==> config.mk <==
export PLATFORM = sky130hd
export DESIGN_NAME = tft_display
export DESIGN_NICKNAME = d
export VERILOG_FILES = /design/src/hw/tft_pkg.sv /design/src/hw/tft_display.sv /design/src/hw/tft_fetch.sv /design/src/hw/tft_timing.sv /design/src/hw/ram_dual.sv /design/src/hw/fifo_sync.sv
export VERILOG_INCLUDE_DIRS = /design/src /design/src/hw
export SDC_FILE = /design/constraint.sdc
export NUM_CORES = 1
export LEC_CHECK = 0
export ABC_AREA = 1
export BUFFER_PORTS_ARGS = -buffer_cell sky130_fd_sc_hd__buf_2
export CAP_MARGIN = 20
export CORE_MARGIN = 3
export CORE_UTILIZATION = 55
export CTS_CLUSTER_DIAMETER = 200
export DETAILED_ROUTE_END_ITERATION = 8
export GPL_TIMING_DRIVEN = 0
export HOLD_SLACK_MARGIN = 0.03
export PLACE_DENSITY = 0.7
export SLEW_MARGIN = 25
export SYNTH_ARGS = -nofsm -noshare
export SYNTH_HDL_FRONTEND = slang
export SYNTH_SLANG_ARGS = --single-unit
==> constraint.sdc <==
create_clock -name clk -period 5.9 [get_ports clk]
set_input_delay 0.59 -clock clk [delete_from_list [all_inputs] [get_ports clk]]
set_output_delay 0.59 -clock clk [all_outputs]
set_load 0.005 [all_outputs]
==> src/hw/tft_cfg.svh <==
`ifndef TFT_CFG_SVH
`define TFT_CFG_SVH

// Panel geometry in pixels and lines
`define TFT_H_ACTIVE 16
`define TFT_H_BLANK 6
`define TFT_V_ACTIVE 4
`define TFT_V_BLANK 2

// clk cycles per pixel clock period, even
`define TFT_PIX_DIV 8

// Pixel FIFO, 2**AW entries of one RGB565 word each
`define TFT_FIFO_AW 5

// Words returned per accepted memory request
`define TFT_BURST 4

// Stop requesting at or above this fill level
`define TFT_FILL_STOP 24

// First word of the frame buffer
`define TFT_FB_BASE 24'hF00000

`endif
==> src/hw/tft_pkg.sv <==
`default_nettype none

package tft_pkg;

	// Request toward the frame buffer memory
	typedef struct packed {
		logic        req;
		logic [23:0] addr;
	} mem_req_t;

	// Response from memory
	// rdy accepts a burst, ifrdy marks each returned word
	typedef struct packed {
		logic        rdy;
		logic        ifrdy;
		logic [15:0] data;
	} mem_rsp_t;

	// Panel timing bundle
	typedef struct packed {
		logic pix_clk;
		logic hblank;
		logic vblank;
		logic de;
	} tft_sync_t;

	// Frame buffer word, red in the top bits
	typedef struct packed {
		logic [4:0] r;
		logic [5:0] g;
		logic [4:0] b;
	} rgb565_t;

	// Panel pixel
	typedef struct packed {
		logic [7:0] r;
		logic [7:0] g;
		logic [7:0] b;
	} pixel_t;

endpackage

`default_nettype wire

==> src/hw/tft_display.sv <==
`timescale 1ns/1ps
`default_nettype none

module tft_display
	import tft_pkg::*;
(
	input  logic      clk,
	input  logic      n_reset,

	// Frame buffer memory
	output mem_req_t  mem_req,
	input  mem_rsp_t  mem_rsp,

	// Panel
	output tft_sync_t sync,
	output pixel_t    pixel,
	output logic      underrun
);

	// Raw timing, de still zero
	tft_sync_t timing_sync;

	tft_timing i_timing (
		.clk     (clk),
		.n_reset (n_reset),
		.sync    (timing_sync)
	);

	// Fetch adds de and delays the bundle to match the pixel
	tft_fetch i_fetch (
		.clk      (clk),
		.n_reset  (n_reset),
		.sync_in  (timing_sync),
		.sync_out (sync),
		.pixel    (pixel),
		.underrun (underrun),
		.mem_req  (mem_req),
		.mem_rsp  (mem_rsp)
	);

endmodule

`default_nettype wire

==> src/hw/tft_fetch.sv <==
`timescale 1ns/1ps
`default_nettype none

`include "tft_cfg.svh"

module tft_fetch
	import tft_pkg::*;
(
	input  logic      clk,
	input  logic      n_reset,
	input  tft_sync_t sync_in,
	output tft_sync_t sync_out,
	output pixel_t    pixel,
	output logic      underrun,
	output mem_req_t  mem_req,
	input  mem_rsp_t  mem_rsp
);

	localparam int AW = `TFT_FIFO_AW;
	localparam int LW = AW + 1;
	localparam logic [LW-1:0] BURST     = LW'(`TFT_BURST);
	localparam logic [LW-1:0] FILL_STOP = LW'(`TFT_FILL_STOP);
	localparam tft_sync_t SYNC_IDLE = '{pix_clk: 1'b0, hblank: 1'b1, vblank: 1'b1, de: 1'b0};

	// Pixel clock edge detect on clk, strobe registered once more
	logic pix_s1;
	logic pix_s2;
	logic pix_strobe;
	logic pop;
	logic pop_ok;

	always_ff @(posedge clk, negedge n_reset) begin
		if (~n_reset) begin
			pix_s1     <= 1'b0;
			pix_s2     <= 1'b0;
			pix_strobe <= 1'b0;
		end else begin
			pix_s1     <= sync_in.pix_clk;
			pix_s2     <= pix_s1;
			pix_strobe <= pix_s1 & ~pix_s2;
		end
	end

	// Active pixel, blanking levels are stable for the whole pixel period
	assign pop = pix_strobe & ~sync_in.hblank & ~sync_in.vblank;

	// Frame reset, high through vblank and out of reset
	logic frame_rst;

	always_ff @(posedge clk, negedge n_reset) begin
		if (~n_reset) begin
			frame_rst <= 1'b1;
		end else begin
			frame_rst <= sync_in.vblank;
		end
	end

	// FIFO pointers and storage
	logic [AW-1:0] head;
	logic [AW-1:0] tail;
	logic          empty;
	logic          overrun;
	logic          rd_empty;
	rgb565_t       rdata;

	fifo_sync i_fifo (
		.clk     (clk),
		.n_reset (n_reset),
		.flush   (frame_rst),
		.wrreq   (mem_rsp.ifrdy),
		.rdack   (pop_ok),
		.head    (head),
		.tail    (tail),
		.empty   (empty),
		.full    (),
		.overrun (overrun)
	);

	ram_dual i_ram (
		.clk     (clk),
		.wr_addr (head),
		.rd_addr (tail),
		.wren    (mem_rsp.ifrdy & ~overrun),
		.wdata   (rgb565_t'(mem_rsp.data)),
		.rdata   (rdata)
	);

	// Empty as seen by the last RAM read, so rdata matches the popped word
	always_ff @(posedge clk, negedge n_reset) begin
		if (~n_reset) begin
			rd_empty <= 1'b1;
		end else begin
			rd_empty <= empty;
		end
	end

	assign pop_ok = pop & ~rd_empty;

	// Fill level counts stored words plus words still in flight
	logic          req;
	logic          accept;
	logic [LW-1:0] level;
	logic [LW-1:0] level_next;

	assign accept = req & mem_rsp.rdy;

	always_comb begin
		level_next = level;
		if (accept) begin
			level_next = level_next + BURST;
		end
		if (pop_ok) begin
			level_next = level_next - 1'b1;
		end
	end

	always_ff @(posedge clk, negedge n_reset) begin
		if (~n_reset) begin
			level <= '0;
		end else if (frame_rst) begin
			level <= '0;
		end else begin
			level <= level_next;
		end
	end

	// Request level, held until the level reaches the stop mark
	always_ff @(posedge clk, negedge n_reset) begin
		if (~n_reset) begin
			req <= 1'b0;
		end else begin
			req <= ~frame_rst & (level_next < FILL_STOP);
		end
	end

	// Burst address, back to the base every frame
	logic [23:0] addr;

	always_ff @(posedge clk, negedge n_reset) begin
		if (~n_reset) begin
			addr <= `TFT_FB_BASE;
		end else if (frame_rst) begin
			addr <= `TFT_FB_BASE;
		end else if (accept) begin
			addr <= addr + 24'(`TFT_BURST);
		end
	end

	assign mem_req = '{req: req, addr: addr};

	// RGB565 to RGB888, low bits zero
	// An empty pop keeps the previous pixel
	always_ff @(posedge clk, negedge n_reset) begin
		if (~n_reset) begin
			pixel <= '0;
		end else if (pop_ok) begin
			pixel <= '{r: {rdata.r, 3'b000}, g: {rdata.g, 2'b00}, b: {rdata.b, 3'b000}};
		end
	end

	// Sticky until the next frame reset
	always_ff @(posedge clk, negedge n_reset) begin
		if (~n_reset) begin
			underrun <= 1'b0;
		end else if (frame_rst) begin
			underrun <= 1'b0;
		end else if (pop & rd_empty) begin
			underrun <= 1'b1;
		end
	end

	// Three stage delay so sync lines up with the pixel register
	tft_sync_t sync_d1;
	tft_sync_t sync_d2;

	always_ff @(posedge clk, negedge n_reset) begin
		if (~n_reset) begin
			sync_d1  <= SYNC_IDLE;
			sync_d2  <= SYNC_IDLE;
			sync_out <= SYNC_IDLE;
		end else begin
			sync_d1 <= '{
				pix_clk: sync_in.pix_clk,
				hblank:  sync_in.hblank,
				vblank:  sync_in.vblank,
				de:      ~sync_in.hblank & ~sync_in.vblank
			};
			sync_d2  <= sync_d1;
			sync_out <= sync_d2;
		end
	end

endmodule

`default_nettype wire

==> src/hw/tft_timing.sv <==
`timescale 1ns/1ps
`default_nettype none

`include "tft_cfg.svh"

module tft_timing
	import tft_pkg::*;
(
	input  logic      clk,
	input  logic      n_reset,
	output tft_sync_t sync
);

	localparam int H_TOTAL = `TFT_H_ACTIVE + `TFT_H_BLANK;
	localparam int V_TOTAL = `TFT_V_ACTIVE + `TFT_V_BLANK;
	localparam int HW      = $clog2(H_TOTAL);
	localparam int VW      = $clog2(V_TOTAL);
	localparam int DW      = $clog2(`TFT_PIX_DIV);
	localparam int HALF    = `TFT_PIX_DIV / 2;

	logic [DW-1:0] div_cnt;
	logic          pix_clk;
	logic          pix_rise;
	logic          pix_fall;
	logic [HW-1:0] h_cnt;
	logic [HW-1:0] h_next;
	logic          h_last;
	logic [VW-1:0] v_cnt;
	logic [VW-1:0] v_next;
	logic          v_last;
	logic          hblank;
	logic          vblank;

	// Pixel clock divider, low for the first half period
	assign pix_rise = (div_cnt == DW'(HALF - 1));
	assign pix_fall = (div_cnt == DW'(`TFT_PIX_DIV - 1));

	always_ff @(posedge clk, negedge n_reset) begin
		if (~n_reset) begin
			div_cnt <= '0;
			pix_clk <= 1'b0;
		end else begin
			div_cnt <= pix_fall ? '0 : div_cnt + 1'b1;
			if (pix_rise) begin
				pix_clk <= 1'b1;
			end else if (pix_fall) begin
				pix_clk <= 1'b0;
			end
		end
	end

	// Next pixel and line position
	assign h_last = (h_cnt == HW'(H_TOTAL - 1));
	assign v_last = (v_cnt == VW'(V_TOTAL - 1));
	assign h_next = h_last ? '0 : h_cnt + 1'b1;

	always_comb begin
		v_next = v_cnt;
		if (h_last) begin
			v_next = v_last ? '0 : v_cnt + 1'b1;
		end
	end

	// Counters and blanking move together with the pix_clk rising edge
	// Reset parks on the last blank pixel so the first rise starts line 0
	always_ff @(posedge clk, negedge n_reset) begin
		if (~n_reset) begin
			h_cnt  <= HW'(H_TOTAL - 1);
			v_cnt  <= VW'(V_TOTAL - 1);
			hblank <= 1'b1;
			vblank <= 1'b1;
		end else if (pix_rise) begin
			h_cnt  <= h_next;
			v_cnt  <= v_next;
			hblank <= (h_next >= HW'(`TFT_H_ACTIVE));
			vblank <= (v_next >= VW'(`TFT_V_ACTIVE));
		end
	end

	// de is filled in by the fetch block
	assign sync = '{pix_clk: pix_clk, hblank: hblank, vblank: vblank, de: 1'b0};

endmodule

`default_nettype wire

==> src/hw/ram_dual.sv <==
`timescale 1ns/1ps
`default_nettype none

`include "tft_cfg.svh"

module ram_dual
	import tft_pkg::*;
(
	input  logic                    clk,
	input  logic [`TFT_FIFO_AW-1:0] wr_addr,
	input  logic [`TFT_FIFO_AW-1:0] rd_addr,
	input  logic                    wren,
	input  rgb565_t                 wdata,
	output rgb565_t                 rdata
);

	localparam int DEPTH = 2 ** `TFT_FIFO_AW;

	rgb565_t mem [DEPTH];

	// Write port
	always_ff @(posedge clk) begin
		if (wren) begin
			mem[wr_addr] <= wdata;
		end
	end

	// Registered read, a word written one edge earlier is visible
	always_ff @(posedge clk) begin
		rdata <= mem[rd_addr];
	end

endmodule

`default_nettype wire

==> src/hw/fifo_sync.sv <==
`timescale 1ns/1ps
`default_nettype none

`include "tft_cfg.svh"

module fifo_sync (
	input  logic                    clk,
	input  logic                    n_reset,
	input  logic                    flush,
	input  logic                    wrreq,
	input  logic                    rdack,
	output logic [`TFT_FIFO_AW-1:0] head,
	output logic [`TFT_FIFO_AW-1:0] tail,
	output logic                    empty,
	output logic                    full,
	output logic                    overrun
);

	localparam int AW = `TFT_FIFO_AW;

	// Pointers carry one extra wrap bit
	logic [AW:0] wr_ptr;
	logic [AW:0] rd_ptr;
	logic        wr_en;
	logic        rd_en;

	// Same index, different lap means full
	assign empty = (wr_ptr == rd_ptr);
	assign full  = (wr_ptr[AW] != rd_ptr[AW]) &&
		(wr_ptr[AW-1:0] == rd_ptr[AW-1:0]);

	// A write into a full FIFO is dropped
	assign overrun = wrreq & full;

	assign wr_en = wrreq & ~full;
	assign rd_en = rdack & ~empty;

	always_ff @(posedge clk, negedge n_reset) begin
		if (~n_reset) begin
			wr_ptr <= '0;
		end else if (flush) begin
			wr_ptr <= '0;
		end else if (wr_en) begin
			wr_ptr <= wr_ptr + 1'b1;
		end
	end

	always_ff @(posedge clk, negedge n_reset) begin
		if (~n_reset) begin
			rd_ptr <= '0;
		end else if (flush) begin
			rd_ptr <= '0;
		end else if (rd_en) begin
			rd_ptr <= rd_ptr + 1'b1;
		end
	end

	// RAM addresses drop the wrap bit
	assign head = wr_ptr[AW-1:0];
	assign tail = rd_ptr[AW-1:0];

endmodule

`default_nettype wire

=== Word-level counts from Yosys, hierarchy flattened ===
Memories as Yosys holds them, arrays and structs flattened. A register that Yosys moved wholly into a read port is not among the register bits.
Cells that the tools add are included.

* Input port bits: 20
* Logic and storage cells: 93
* Register bits: 88
* Output and inout bits: 54
* Memories kept: 1
* RAM bits: 512

{| class="wikitable"
|+ Memories
! memory !! depth !! bits a word !! read ports !! clocked after memory_dff !! write ports !! RTL line !! text
|-
| i_fetch.i_ram.mem || 32 || 16 || 1 || 1 || 1 || ram_dual.sv:19 || <nowiki>rgb565_t mem [DEPTH];</nowiki>
|}

* Add/sub/neg operators: 8
* Muxes and demuxes: 19
* Reduce and logical (&&, ||, !) cells: 6
* Magnitude comparators: 3
* Bitwise operators: 20
* Equal/unequal tests: 7

{| class="wikitable"
|+ Operators by type and width
! kind !! count
|-
| $mux 24 || 2
|-
| $mux 6 || 7
|-
| $add 24x3->24 const B || 1
|-
| $add 6x1->6 const B || 2
|-
| $and 1x1->1 || 12
|-
| $reduce_bool 2->1 || 5
|-
| $mux 3 || 3
|-
| $not 1->1 || 8
|-
| $add 3x1->3 const B || 2
|-
| $add 6x3->6 const B || 1
|-
| $eq 3x3->1 const B || 2
|-
| $eq 6x6->1 || 1
|-
| $lt 6x5->1 const B || 1
|-
| $mux 1 || 6
|-
| $sub 6x1->6 const B || 1
|-
| $add 5x1->5 const B || 1
|-
| $eq 5x5->1 || 1
|-
| $eq 5x5->1 const B || 1
|-
| $ge 5x5->1 const B || 1
|-
| $mux 5 || 1
|-
| $eq 3x2->1 const B || 1
|-
| $ge 3x3->1 const B || 1
|-
| $logic_and 1x1->1 || 1
|-
| $ne 1x1->1 || 1
|}

=== Depth between registers and ports, before layout ===
Gate-level depths: netlist (run 1).

* Word-level depth: 7
* Depth in mapped cells: 13
* Mapped depth without buffers: 10

=== Hierarchy ===
From an unflattened synthesis (run 1), not the netlist that was laid out.

* Cell total of the unflattened synthesis: 2340
* Area total of the unflattened synthesis: 25767.2 µm²

{| class="wikitable"
|+ By module, submodules not included
! module !! cells an instance !! sequential area each (µm²) !! area an instance (µm²) !! instances
|-
| ram_dual || 1794 || 15695.1 || 21301.7 || 1
|-
| tft_fetch || 337 || 1515.2 || 2865.2 || 1
|-
| fifo_sync || 132 || 300.3 || 948.4 || 1
|-
| tft_timing || 77 || 306.5 || 651.9 || 1
|}

=== Worst setup path after synthesis (run 1) ===
No wires, ideal clock.

* Path type: register -> register
* Start point: register i_fetch.i_fifo.wr_ptr[2]
* End point: memory i_fetch.i_ram.mem[15][0] (netlist name), enable pin
* Buffers on the path: 1
* Setup slack: 3317 ps
* Clock period less this slack: 2583 ps
* Library setup time: 409 ps
* Data required time: 5491 ps
* Arrival: 2174 ps
* Cell stages (with the launch flop): 9
* Path through: dfrtp_1 > buf_4 > inv_1 > nand2_1 > nand2_1 > nor2_1 > nand4_2 > nand2_2 > nor3_1

* Longest elaborated chain between the ends: 7

{| class="wikitable"
|+ Ends and longest elaborated chain
! item !! RTL line !! text
|-
| start, declared || fifo_sync.sv:22 || <nowiki>logic [AW:0] wr_ptr;</nowiki>
|-
| start signal, assigned || fifo_sync.sv:44 || <nowiki>wr_ptr <= wr_ptr + 1'b1;</nowiki>
|-
| $eq 5x5->1 || fifo_sync.sv:30 || <nowiki>(wr_ptr[AW-1:0] == rd_ptr[AW-1:0]);</nowiki>
|-
| $logic_and 1x1->1 || fifo_sync.sv:29 || <nowiki>assign full = (wr_ptr[AW] != rd_ptr[AW]) &&</nowiki>
|-
| $and 1x1->1 || fifo_sync.sv:33 || <nowiki>assign overrun = wrreq & full;</nowiki>
|-
| $not 1->1 || tft_fetch.sv:83 || <nowiki>.wren (mem_rsp.ifrdy & ~overrun),</nowiki>
|-
| $and 1x1->1 || tft_fetch.sv:83 ||
|-
| $mux 1 || ram_dual.sv:23 || <nowiki>if (wren) begin</nowiki>
|-
| $mux 1 (not written as such) || ram_dual.sv:24 || <nowiki>mem[wr_addr] <= wdata;</nowiki>
|-
| end, declared || ram_dual.sv:19 ||
|}

Several ways; a longest one is shown, not always the timed one.

==> results of run 1 <==
cell usage in the layout, fill, tap and decap left out, drive strengths merged, types with 16 or more instances in the layout:
master / n
edfxtp: 512
dfstp: 16
dfrtp: 68
a21oi: 54
inv: 82
o21ai: 207
nand3: 203
nor2: 384
buf: 170
clkbuf: 133
o211ai: 32
nand2: 443
dfxtp: 16
clkinv: 21
worst min path at each step:
| stage | from | end | slack, ns | depth (start not counted) |
|---|---|---|---|---|
| 6_report | mem_rsp[16] | i_fetch.i_fifo.wr_ptr[5]$_DFFE_PN0P_ | 0.26 | 3 |
| 2_1_floorplan | n_reset | i_fetch.addr[10]$_DFFE_PN0N_ | 0.29 | 0 |
| 3_5_place_dp | i_fetch.sync_d2[0]$_DFF_PN0_ | i_fetch.sync_out[0]$_DFF_PN0_ | 0.34 | 0 |
| 5_1_grt | mem_rsp[16] | i_fetch.i_fifo.wr_ptr[5]$_DFFE_PN0P_ | 0.27 | 3 |
| 3_3_place_gp | i_fetch.sync_d1[0]$_DFF_PN0_ | i_fetch.sync_d2[0]$_DFF_PN0_ | 0.33 | 0 |
| 4_1_cts | mem_rsp[16] | i_fetch.i_fifo.wr_ptr[5]$_DFFE_PN0P_ | 0.23 | 3 |
flip-flops by register name, indices dropped and copies added (netlist names), 6 cells and up:
name / count
i_fetch.i_ram.rdata: 16
i_fetch.pixel: 16
i_fetch.i_fifo.rd_ptr: 6
i_fetch.i_ram.mem: 512
i_fetch.i_fifo.wr_ptr: 6
i_fetch.addr: 22
i_fetch.level: 6
worst max-delay path, stage by stage, from the launching register on:
cell     delay [ns]
dfrtp_1        0.42
buf_4          0.23
inv_2          0.21
buf_2          0.40
buf_2          0.31
nand3_1        0.10
nand3_1        0.15
nand2_1        0.09
a21oi_1        0.47
nand2_1        0.14
nand2_1        0.16
inv_1          0.07
per-layer routing:
| layer | share of wire, % | vias to the layer above | GRT usage [%] |
|---|---|---|---|
| met4 | 4.7 | 0 | 13.2 |
| met2 | 44 | 1151 | 44.3 |
| met3 | 13 | 185 | 6.19 |
| li1 | - | 7916 | - |
| met1 | 38 | 8418 | 41.9 |
| met5 | 0 | - | 0 |
stage by stage:
stage	power, uW	hold slack (ns)
floorplan	7840	0.294
global placement	9390	0.334
detailed placement	9550	0.336
CTS	13100	0.233
global route	13800	0.273
finish	13300	0.255
layout make-up:
cell class,instances,area (um2),share of cell area (%)
clock inverter,27,238,0.836
buffer,130,697,2.45
timing repair buffer,95,742,2.61
multi-input combinational,1387,6310,22.2
inverter,80,305,1.07
sequential,612,17800,62.7
tap,592,741,2.61
clock buffer,79,1580,5.57
kinds of logic (layout without fill, tap and decap cells):
| group | Yosys count | in the layout |
|---|---|---|
| other cells | 1 | 10 |
| mux | 1 | 1 |
| compound gates | 299 | 299 |
| xor+xnor | 12 | 12 |
| simple gates | 1052 | 1052 |
| buf+inv | 210 | 411 |
| fa+ha+maj | 13 | 13 |
| flops | 612 | 612 |
timing repair:
action / in CTS / in global routing
endpoints found under the setup margin: 0 / 0
hold buffers: 1 / 0
hold endpoints to repair: 30 / 0
report_power, final:
group / internal (uW) / switching, uW / total, uW
Combinational: 1220 / 3210 / 4440
Clock: 2050 / 1580 / 3630
Sequential: 5080 / 141 / 5220
Total: 8350 / 4940 / 13300
==> metrics.md, run 1 <==
| Metric | Value |
|---|---|
| Post-CTS sizing | 0 |
| Final setup fails | 0 |
| YS warnings | 0 |
| Initial antenna violation count | 0 |
| DP Cell Count | 2895 |
| Compound-gate portion of the synthesized area | 6.38% |
| Largest fanout on the critical path | 10 |
| Leading area contributor after synthesis | edfxtp_1 |
| Post-synth EDFFs | 512 |
| Crit end category | flop |
| FF+latch count, synth | 612 |
| Via Count | 17670 |
| Total Routing Usage GR | 29.5% |
| Fin nets | 2399 |
| Mapped cell area | 25000 um2 |
| Final slew viol count | 0 |
| Detailed placement HPWL | 46800 um |
| DRT antenna net count | 0 |
| RR Startpoint | i_fetch.i_fifo.rd_ptr[1]$_DFFE_PN0P_ |
| Cell area after layout | 28400 um2 |
| Worst min path class | in2reg |
| Placeable Area | 44600 um2 |
| Fmax | 347 MHz |
| Synth top area cells | edfxtp_1, dfrtp_1, nand2_1, nor2_1, nand3_1 |
| Leak | 0.0107 uW |
| Largest family of logic cells by synthesized area | simple AND/OR/NAND/NOR gates |
| Setup TNS | 0 ns |
| Ys flop type | edfxtp_1 |
| First-pass iteration count of the detailed router | 6 |
| RePlAce Congestion | 1.06 |
| Adder-Cell Fraction of Synth Area | 0.651% |
| Pre-CTS setup slack | 3.16 ns |
| Drt via density | 5.89 |
| Port bufs | 63 |
| Req. time, crit path | 6.41 ns |
| Clk buf depth | 3 |
| Number of CTS-inserted buffers | 60 |
| Worst VDD drop | 0.283 mV |
| Synth cell types | 39 |
| Crit Path Category | reg2reg |
| Worst setup path start | i_fetch.i_fifo.rd_ptr[1]$_DFFE_PN0P_ |
| Die area | 48000 um2 |
| Max cap viols | 0 |
| Drt total wl | 70100 um |
| Mux contribution to synthesized area | 0.0450% |
| Area share of the largest cell type after synthesis | 61.5% |
| Clock transition at path regs | 0.06 ns |
| P&R area growth vs syn | 13.7% |
| Share of cells above drive strength 1 | 12.4% |
| Final Util | 63.7% |
| Finished Layout Cells | 3002 |
| Num ports | 74 |
| Data arrival time of the worst path | 3.39 ns |
| Synth Instances | 2200 |
| Synth Area per Inst | 11.4 um2 |
| Drt wl/cell | 23.3 um |
| Postcts setup bufs | 0 |
| CTS tree | yes |
| Count leader, synth | edfxtp_1 |
| Final Skew | 0.0142 ns |
| Die X | 219 um |
| Fin crit period | 2.88 ns |
| Number of antenna cells inserted | 0 |
| First-pass GRT wire length | 104000 um |
| Clock sinks | 612 |
| Dpl cell area | 26600 um2 |
| Final Hold Viols | 0 |
| Post-Synth XOR/XNOR Area | 0.420% |
| RSZ-0062 raised after global routing | no |
| Share of the clock period used by the worst path | 48.8% |
| Layout filler cell count | 3375 |
| R2r setup slk | 3.02 ns |
| DRC viols | 0 |
| Status | finished clean |
| CTS H-Tree Depth | 2 |
| Die span in y | 219 um |
| Register area share after synthesis | 71.3% |
| Pwr dens | 467 nW/um2 |
| Commonest cells in the netlist | edfxtp_1, nand2_1, nor2_1 |
| Slew headroom | 37.7% |
| Largest net degree at the start of global routing | 51 |
| Synth Area in Simple Gates | 17.2% |
| Async S/R FF share, synth | 13.7% |
| R2R cell count | 11 |
| Row count | 77 |
| Total congestion overflow | 0 |
| Setup WS post-layout | 3.02 ns |
| Vias in the first global route | 16569 |
| CP startpoint kind | flop |
| Iteration-0 DRC Markers | 2673 |
| Worst setup path endpoint | i_fetch.i_ram.rdata[5]$_DFF_P_ |
| Initial core utilization | 56.0% |
| Worst slew pin tran | 0.933 ns |
| Root buf cell | clkbuf_16 |
| R2r endpoint | i_fetch.i_ram.rdata[5]$_DFF_P_ |
| Clock Latency Late Sink | 0.63 ns |
Note: power is estimated with default switching activity, not from simulation.
==> inputs of run 2 (changes only) <==
Settings changed: ABC_AREA 1 to 0.
Clock period 5.9 ns to 2.8 ns, I/O delays scaled along.
==> run 2 against run 1 <==
Effect of this change: routed wire length decreased by 20%; sequential power rose by 110%; clock power up 110%; first-iteration DRC count down 39%; utilization grew 0.67 points; register-to-register slack lost 2.9 ns; combinational power up 70%; non-clock buffer count decreased by 43; via count is 25% lower.
==> metrics.md, run 2 <==
| Metric | Value |
|---|---|
| Status | finished clean (unchanged) |
| Adder-Cell Fraction of Synth Area | 0.675% (was 0.651%) |
| Cell area after layout | 27800 um2 (was 28400 um2) |
| Clock Latency Late Sink | 0.62 ns (was 0.63 ns) |
| Clock transition at path regs | 0.06 ns (about the same) |
| Share of the clock period used by the worst path | 97.5% (was 48.8%) |
| Largest family of logic cells by synthesized area | multiplexers (was simple AND/OR/NAND/NOR gates) |
| RR Startpoint | i_fetch.i_fifo.rd_ptr[2]$_DFFE_PN0P_ (was i_fetch.i_fifo.rd_ptr[1]$_DFFE_PN0P_) |
| Compound-gate portion of the synthesized area | 4.08% (was 6.38%) |
| Detailed placement HPWL | 36000 um (was 46800 um) |
| Max reg flops | 512 (unchanged) |
| Mux contribution to synthesized area | 13.0% (was 0.0450%) |
| Synth Area per Inst | 17.3 um2 (was 11.4 um2) |
| Synth Area in Simple Gates | 5.17% (was 17.2%) |
| Hold depth | 4 (was 3) |
| Req. time, crit path | 3.25 ns (was 6.41 ns) |
| Count leader, synth | edfxtp_1 (unchanged) |
| Max cap viols | 0 (unchanged) |
| Via Count | 13289 (was 17670) |
| Vias in the first global route | 13191 (was 16569) |
| Crit Path Category | reg2reg (unchanged) |
| Worst stage delay on the critical path | 0.49 ns (was 0.47 ns) |
| Synth Instances | 1395 (was 2200) |
| Die area | 46400 um2 (was 48000 um2) |
| Mapped cell area | 24100 um2 (was 25000 um2) |
| Worst slew pin tran | 0.938 ns (was 0.933 ns) |
| CTS tree | yes (unchanged) |
| Fin crit period | 2.73 ns (was 2.88 ns) |
| Worst VDD drop | 0.624 mV (was 0.283 mV) |
| Cell-internal power | 18000 uW (was 8350 uW) |
| YS warnings | 0 (unchanged) |
| R2R cell count | 7 (was 11) |
| RSZ-0062 raised after global routing | yes (was no) |
| RePlAce Congestion | 0.873 (was 1.06) |
| Post-Synth XOR/XNOR Area | 1.34% (was 0.420%) |
| Clk buf depth | 3 (unchanged) |
| Leading area contributor after synthesis | edfxtp_1 (unchanged) |
| Row count | 76 (was 77) |
| DP Cell Count | 2083 (was 2895) |
| Dpl cell area | 25700 um2 (was 26600 um2) |
| Combinational Power Share | 28.8% (was 33.4%) |
| Leak | 0.00980 uW (was 0.0107 uW) |
| Iteration-0 DRC Markers | 1622 (was 2673) |
| Post-synth EDFFs | 512 (unchanged) |
| Slew headroom | 37.5% (was 37.7%) |
| Pwr dens | 944 nW/um2 (was 467 nW/um2) |
| Initial core utilization | 55.9% (was 56.0%) |
| FF+latch count, synth | 612 (unchanged) |
| R2r endpoint | i_fetch.i_ram.rdata[4]$_DFF_P_ (was i_fetch.i_ram.rdata[5]$_DFF_P_) |
| Most common cell after layout, fill and taps aside | edfxtp_1 (unchanged) |
| Largest fanout on the critical path | 10 (unchanged) |
| Worst min path class | in2reg (unchanged) |
| Share of cells above drive strength 1 | 22.7% (was 12.4%) |
| Area share of the largest cell type after synthesis | 63.8% (was 61.5%) |
| Fmax | 366 MHz (was 347 MHz) |
| Largest registers | i_fetch.i_ram.mem x512, i_fetch.addr x22 (unchanged) |
| Final Hold Viols | 0 (unchanged) |
| Async S/R FF share, synth | 13.7% (unchanged) |
| Worst Hold Launch | mem_rsp[17] (was mem_rsp[16]) |
| Total Routing Usage GR | 24.4% (was 29.5%) |
| First-pass GRT wire length | 83800 um (was 104000 um) |
| Sw Share | 31.6% (was 37.2%) |
| Reg power frac | 42.4% (was 39.3%) |
| Largest net degree at the start of global routing | 75 (was 51) |
| Drt via density | 6.05 (was 5.89) |
| Drt wl/cell | 25.5 um (was 23.3 um) |
| Root buf cell | clkbuf_16 (unchanged) |
| Total congestion overflow | 0 (unchanged) |
| CTS H-Tree Depth | 2 (unchanged) |
| R2r setup slk | 0.07 ns (was 3.02 ns) |
| Placeable Area | 43200 um2 (was 44600 um2) |
| Synth top area cells | edfxtp_1, dfrtp_1, mux2i_1, mux4_2, dfstp_2 (was edfxtp_1, dfrtp_1, nand2_1, nor2_1, nand3_1) |
| Fin nets | 1597 (was 2399) |
| Commonest cells in the netlist | edfxtp_1, mux2i_1, nand2_1 (was edfxtp_1, nand2_1, nor2_1) |
| CP startpoint kind | flop (unchanged) |
| Number of antenna cells inserted | 0 (unchanged) |
| Data arrival time of the worst path | 3.18 ns (was 3.39 ns) |
| P&R area growth vs syn | 15.3% (was 13.7%) |
| Finished Layout Cells | 2195 (was 3002) |
| Number of CTS-inserted buffers | 59 (was 60) |
| Num ports | 74 (unchanged) |
| Die span in y | 215 um (was 219 um) |
| DRC viols | 0 (unchanged) |
| P_sw | 8280 uW (was 4940 uW) |
| DRT antenna net count | 0 (unchanged) |
| First-pass iteration count of the detailed router | 8 (was 6) |
| Ys flop type | edfxtp_1 (unchanged) |
| Die X | 215 um (was 219 um) |
| Slowest-stage cell, CP | clkbuf_1 (was a21oi_1) |
| Clock sinks | 612 (unchanged) |
| Drt total wl | 56000 um (was 70100 um) |
| Final slew viol count | 0 (unchanged) |
| Initial antenna violation count | 0 (unchanged) |
| Register area share after synthesis | 73.9% (was 71.3%) |
| Commonest non-fill, non-tap cells in the layout | edfxtp_1, mux2i_1, nand2_1, buf_2, dfrtp_1 (was edfxtp_1, nand2_1, nor2_1, nand3_1, o21ai_0) |
| Hold endpoint | i_fetch.addr[3]$_DFFE_PN0N_ (was i_fetch.i_fifo.wr_ptr[5]$_DFFE_PN0P_) |
| Clock Power Share | 28.7% (was 27.3%) |
| CP cell instances | buf_1 -> nor2b_2 -> clkbuf_1 -> a22o_1 -> nor3_1 -> a31oi_2 -> o221ai_1 (was buf_4 -> inv_2 -> buf_2 -> buf_2 -> nand3_1 -> nand3_1 -> nand2_1 -> a21oi_1 -> nand2_1 -> nand2_1 -> inv_1) |
| Setup TNS | 0 ns (unchanged) |
| Final setup fails | 0 (unchanged) |
| Largest Register | i_fetch.i_ram.mem (unchanged) |
| Synth cell types | 53 (was 39) |
| Final Skew | 0.0204 ns (was 0.0142 ns) |
| Crit end category | flop (unchanged) |
| Port bufs | 63 (unchanged) |
-- run 2: changes by cell type after synthesis, moves of 64 or more --
cell     delta
mux2i_1   +164
o21ai_0   -171
nand3_1   -193
nor2_1    -314
nand2_1   -342
mux4_2     +64
-- run 2: critical path, delay by kind of cell (launching register included) --
family                 cells  cell delay, ns
AND/OR/NAND/NOR            2            0.42
flip-flops                 1            0.44
buffers and inverters      2            0.86
AO/OA/AOI/OAI              3            0.82
-- run 2: how the worst max path moves through the flow --
stage                                               startpoint                            endpoint  slack [ns]  depth (start not counted)
final                     i_fetch.i_fifo.rd_ptr[2]$_DFFE_PN0P_      i_fetch.i_ram.rdata[4]$_DFF_P_        0.07                          7
after global routing      i_fetch.i_fifo.rd_ptr[1]$_DFFE_PN0P_   i_fetch.i_ram.mem[0][5]$_DFFE_PP_      -0.002                          7
after CTS                 i_fetch.i_fifo.rd_ptr[2]$_DFFE_PN0P_     i_fetch.i_ram.rdata[10]$_DFF_P_       -0.01                          4
after detailed placement  i_fetch.i_fifo.wr_ptr[4]$_DFFE_PN0P_  i_fetch.i_ram.mem[12][6]$_DFFE_PP_       -0.45                          7
after global placement    i_fetch.i_fifo.wr_ptr[4]$_DFFE_PN0P_  i_fetch.i_ram.mem[13][8]$_DFFE_PP_       -1.12                          6
after floorplan           i_fetch.i_fifo.wr_ptr[4]$_DFFE_PN0P_  i_fetch.i_ram.mem[28][0]$_DFFE_PP_        0.19                          6
-- run 2: cell families (layout without fill, tap and decap cells) --
kind of cell | Yosys count | count (layout)
flip-flops | 612 | 612
multiplexers | 233 | 233
adder cells (fa/ha/maj) | 13 | 13
XOR/XNOR | 37 | 37
AND/OR/NAND/NOR | 266 | 266
buffers and inverters | 97 | 303
AO/OA/AOI/OAI | 136 | 136
other | 1 | 10
-- run 2: layer usage --
metal / GRT usage (%) / vias up / share of wire [%]
met3: 4.51 / 90 / 9.8
met2: 37.5 / 650 / 46
met4: 8.70 / 0 / 3.1
li1: - / 5767 / -
met1: 35.8 / 6782 / 41
met5: 0 / - / 0
-- run 2: power by group through the flow --
stage          registers [uW]  clock network (uW)  logic (uW)
2_1_floorplan           11200                   0        4710
3_3_place_gp            11200                   0        7050
3_5_place_dp            11200                   0        7330
4_1_cts                 11100                7630        7480
5_1_grt                 11200                8040        8000
6_report                11100                7540        7570
-- run 2: per-stage QoR --
step	setup slack, ns	utilization, %	hold WS, ns	total power [uW]
4_1_cts	-0.0101	64.3	0.0905	26200
3_5_place_dp	-0.450	59.6	0.103	18600
3_3_place_gp	-1.12	58.4	0.333	18300
2_1_floorplan	0.189	-	-0.0156	15900
5_1_grt	-0.00195	64.4	0.131	27200
6_report	0.0705	64.4	0.119	26200
-- run 2: what timing repair did --
| item | in CTS | in global routing |
|---|---|---|
| hold endpoints to repair | 68 | 0 |
| endpoints found under the setup margin | 416 | 157 |
| buffers inserted | 2 | 4 |
| pin swaps | 1 | 2 |
| hold buffers | 2 | 0 |
| gates resized for setup | 44 | 16 |
-- run 2: area by class of cell --
class,count,area [um2]
well taps,585,732
fillers,3014,15400
clock buffers,77,1590
plain buffers,80,408
flip-flops and latches,612,17800
repair buffers,102,841
multi-input cells,695,6130
inverters,14,56.3
clock inverters,30,230
==> inputs of run 3 (changes only) <==
Settings changed: CELL_PAD_IN_SITES_DETAIL_PLACEMENT from default to 0, CELL_PAD_IN_SITES_GLOBAL_PLACEMENT from default to 2, CORE_UTILIZATION 55 to 47, PLACE_DENSITY 0.7 to 0.78, SYNTH_HIERARCHICAL from default to 1.
==> run 3 against run 2 <==
Effect of this change: cell area up 3.5%; area after synthesis up 2.0%; critical path type unchanged; clock skew up 0.0045 ns; final cell count up 10%; maximum frequency up 1.2%; die area up 19%; synthesized cell count up 8.0%; highest routed layer unchanged; combinational power up 10%; global-route usage down 3.7 points; setup slack better by 0.033 ns; utilization down 8.5 points.
==> metrics.md, run 3 <==
| Metric | Value |
|---|---|
| Largest Register | i_fetch/i_ram/mem (was i_fetch.i_ram.mem) |
| Max cap viols | 0 (unchanged) |
| Status | finished clean (unchanged) |
| Placeable Area | 51500 um2 (was 43200 um2) |
| Total congestion overflow | 0 (unchanged) |
| Detailed placement HPWL | 37400 um (was 36000 um) |
| Total Routing Usage GR | 20.8% (was 24.4%) |
| Die span in y | 235 um (was 215 um) |
| Crit end category | flop (unchanged) |
| Worst hold margin | 0.112 ns (was 0.119 ns) |
| Final slew viol count | 0 (unchanged) |
| CTS H-Tree Depth | 3 (was 2) |
| Leak | 0.0105 uW (was 0.00980 uW) |
| Clk buf depth | 3 (unchanged) |
| Largest fanout on the critical path | 12 (was 10) |
| Fin nets | 1725 (was 1597) |
| Final Hold Viols | 0 (unchanged) |
| Initial antenna violation count | 0 (unchanged) |
| Row count | 83 (was 76) |
| Root buf cell | clkbuf_16 (unchanged) |
| CTS tree | yes (unchanged) |
| Worst min path class | in2async (was in2reg) |
| Clock sinks | 612 (unchanged) |
| Finished Layout Cells | 2425 (was 2195) |
| Fin crit period | 2.70 ns (was 2.73 ns) |
| Synth Area per Inst | 16.3 um2 (was 17.3 um2) |
| Vias in the first global route | 12919 (was 13191) |
| Crit Path Category | reg2reg (unchanged) |
| Drt via density | 5.52 (was 6.05) |
| Data arrival time of the worst path | 2.98 ns (was 3.18 ns) |
| RePlAce Congestion | 0.797 (was 0.873) |
| Worst VDD drop | 0.798 mV (was 0.624 mV) |
| Via Count | 13396 (was 13289) |
| First-pass GRT wire length | 85000 um (was 83800 um) |
| Mapped cell area | 24600 um2 (was 24100 um2) |
| Iteration-0 DRC Markers | 1154 (was 1622) |
| Initial core utilization | 47.7% (was 55.9%) |
| Final Util | 55.9% (was 64.4%) |
| Pwr dens | 982 nW/um2 (was 944 nW/um2) |
| Cell mode on critical path | nor2_2 |
| Drt total wl | 57400 um (was 56000 um) |
| R2R cell count | 7 (unchanged) |
| First-pass iteration count of the detailed router | 5 (was 8) |
| R2r setup slk | 0.10 ns (was 0.07 ns) |
| RSZ-0062 raised after global routing | yes (unchanged) |
| Share of the clock period used by the worst path | 96.3% (was 97.5%) |
| Number of CTS-inserted buffers | 66 (was 59) |
| Fmax | 371 MHz (was 366 MHz) |
| Worst stage delay on the critical path | 0.50 ns (was 0.49 ns) |
| YS warnings | 6 (was 0) |
| DRT antenna net count | 0 (unchanged) |
| CP startpoint kind | flop (unchanged) |
| Largest net degree at the start of global routing | 72 (was 75) |
| Clock transition at path regs | 0.06 ns (about the same) |
| Max reg flops | 512 (unchanged) |
| Worst slew pin tran | 0.954 ns (was 0.938 ns) |
| Power Total | 28300 uW (was 26200 uW) |
| DP Cell Count | 2287 (was 2083) |
| Number of antenna cells inserted | 0 (unchanged) |
| Most common cell after layout, fill and taps aside | edfxtp_1 (unchanged) |
| Slowest-stage cell, CP | dfrtp_1 (was clkbuf_1) |
| RR Startpoint | i_fetch/i_fifo/rd_ptr[0]$_DFFE_PN0P_ (was i_fetch.i_fifo.rd_ptr[2]$_DFFE_PN0P_) |
| Drt wl/cell | 23.7 um (was 25.5 um) |
| Port bufs | 63 (unchanged) |
| Slew headroom | 36.4% (was 37.5%) |
| Req. time, crit path | 3.09 ns (was 3.25 ns) |
| Synth Instances | 1506 (was 1395) |
| WP buf/inv | 1 (was 2) |
| CP cell instances | xor2_1 -> nor2_2 -> and3_2 -> nor2b_2 -> nand3_2 -> nor2_2 -> buf_8 (was buf_1 -> nor2b_2 -> clkbuf_1 -> a22o_1 -> nor3_1 -> a31oi_2 -> o221ai_1) |
| Final setup fails | 0 (unchanged) |
| Share of cells above drive strength 1 | 21.8% (was 22.7%) |
| Die X | 235 um (was 215 um) |
| Layout filler cell count | 4134 (was 3014) |
| Final Skew | 0.0249 ns (was 0.0204 ns) |
| Commonest non-fill, non-tap cells in the layout | edfxtp_1, mux2i_1, buf_2, clkbuf_16, dfrtp_1 (was edfxtp_1, mux2i_1, nand2_1, buf_2, dfrtp_1) |
| Die area | 55100 um2 (was 46400 um2) |
| Num ports | 74 (unchanged) |
| R2r endpoint | i_fetch/i_ram/mem[19][10]$_DFFE_PP_ (was i_fetch.i_ram.rdata[4]$_DFF_P_) |
| Clock Latency Late Sink | 0.60 ns (was 0.62 ns) |
| Worst path top cell family by delay | simple AND/OR/NAND/NOR gates (was buffers and inverters) |
| Largest registers | i_fetch/i_ram/mem x512, i_fetch/addr x22 (was i_fetch.i_ram.mem x512, i_fetch.addr x22) |
| DRC viols | 0 (unchanged) |
| P&R area growth vs syn | 17.0% (was 15.3%) |
[run 3: stage by stage]
stage | setup slack [ns] | TNS (ns) | instance area, um2
final | 0.104 | 0 | 28800
after global placement | -1.18 | -377.85 | 25800
after global routing | -0.0361 | -1.03 | 28800
after CTS | -0.0134 | -0.103 | 28700
after detailed placement | -0.476 | -105.12 | 26300
after floorplan | -0.0869 | -10.69 | 24600
[run 3: repair_timing]
item	in CTS	in global routing
endpoints found under the setup margin	487	238
hold buffers	1	0
resized for setup	16	2
buffers inserted	9	11
hold endpoints to repair	68	0
cloned	0	0
pin swaps	6	6
[run 3: metal layers]
metal	vias up	share of wire, %	track usage [%]
li1	6150	-	-
met1	6772	46	30.2
met2	397	46	32.1
met3	77	6.1	4.00
met4	0	2.0	6.01
met5	-	0	0
[run 3: final cells by class]
| class | count | area (um2) | share of cell area [%] |
|---|---|---|---|
| flip-flops and latches | 612 | 17800 | 61.9 |
| multi-input cells | 790 | 6190 | 21.5 |
| clock buffers | 94 | 1950 | 6.78 |
| repair buffers | 113 | 921 | 3.20 |
| well taps | 680 | 851 | 2.96 |
| plain buffers | 100 | 758 | 2.64 |
| clock inverters | 24 | 246 | 0.857 |
| inverters | 12 | 45.0 | 0.157 |
[run 3: worst max path at each step]
stage                                                to  slack, ns  depth (start not counted)                                 start
finish              i_fetch/i_ram/mem[19][10]$_DFFE_PP_       0.10                          7  i_fetch/i_fifo/rd_ptr[0]$_DFFE_PN0P_
global route          i_fetch/i_ram/mem[7][2]$_DFFE_PP_      -0.04                          7  i_fetch/i_fifo/wr_ptr[2]$_DFFE_PN0P_
CTS                 i_fetch/i_ram/mem[31][14]$_DFFE_PP_      -0.01                          7  i_fetch/i_fifo/rd_ptr[0]$_DFFE_PN0P_
detailed placement    i_fetch/i_ram/mem[4][9]$_DFFE_PP_      -0.48                          8  i_fetch/i_fifo/rd_ptr[0]$_DFFE_PN0P_
global placement    i_fetch/i_ram/mem[24][14]$_DFFE_PP_      -1.18                          7  i_fetch/i_fifo/rd_ptr[0]$_DFFE_PN0P_
floorplan            i_fetch/i_ram/mem[12][0]$_DFFE_PP_      -0.09                          7  i_fetch/i_fifo/rd_ptr[1]$_DFFE_PN0P_
[run 3: power by group]
part / switching (uW) / leakage (uW) / internal [uW]
clock network: 3360 / 0.00108 / 5300
logic: 5130 / 0.00365 / 3230
registers: 432 / 0.00575 / 10800
total: 8930 / 0.0105 / 19300
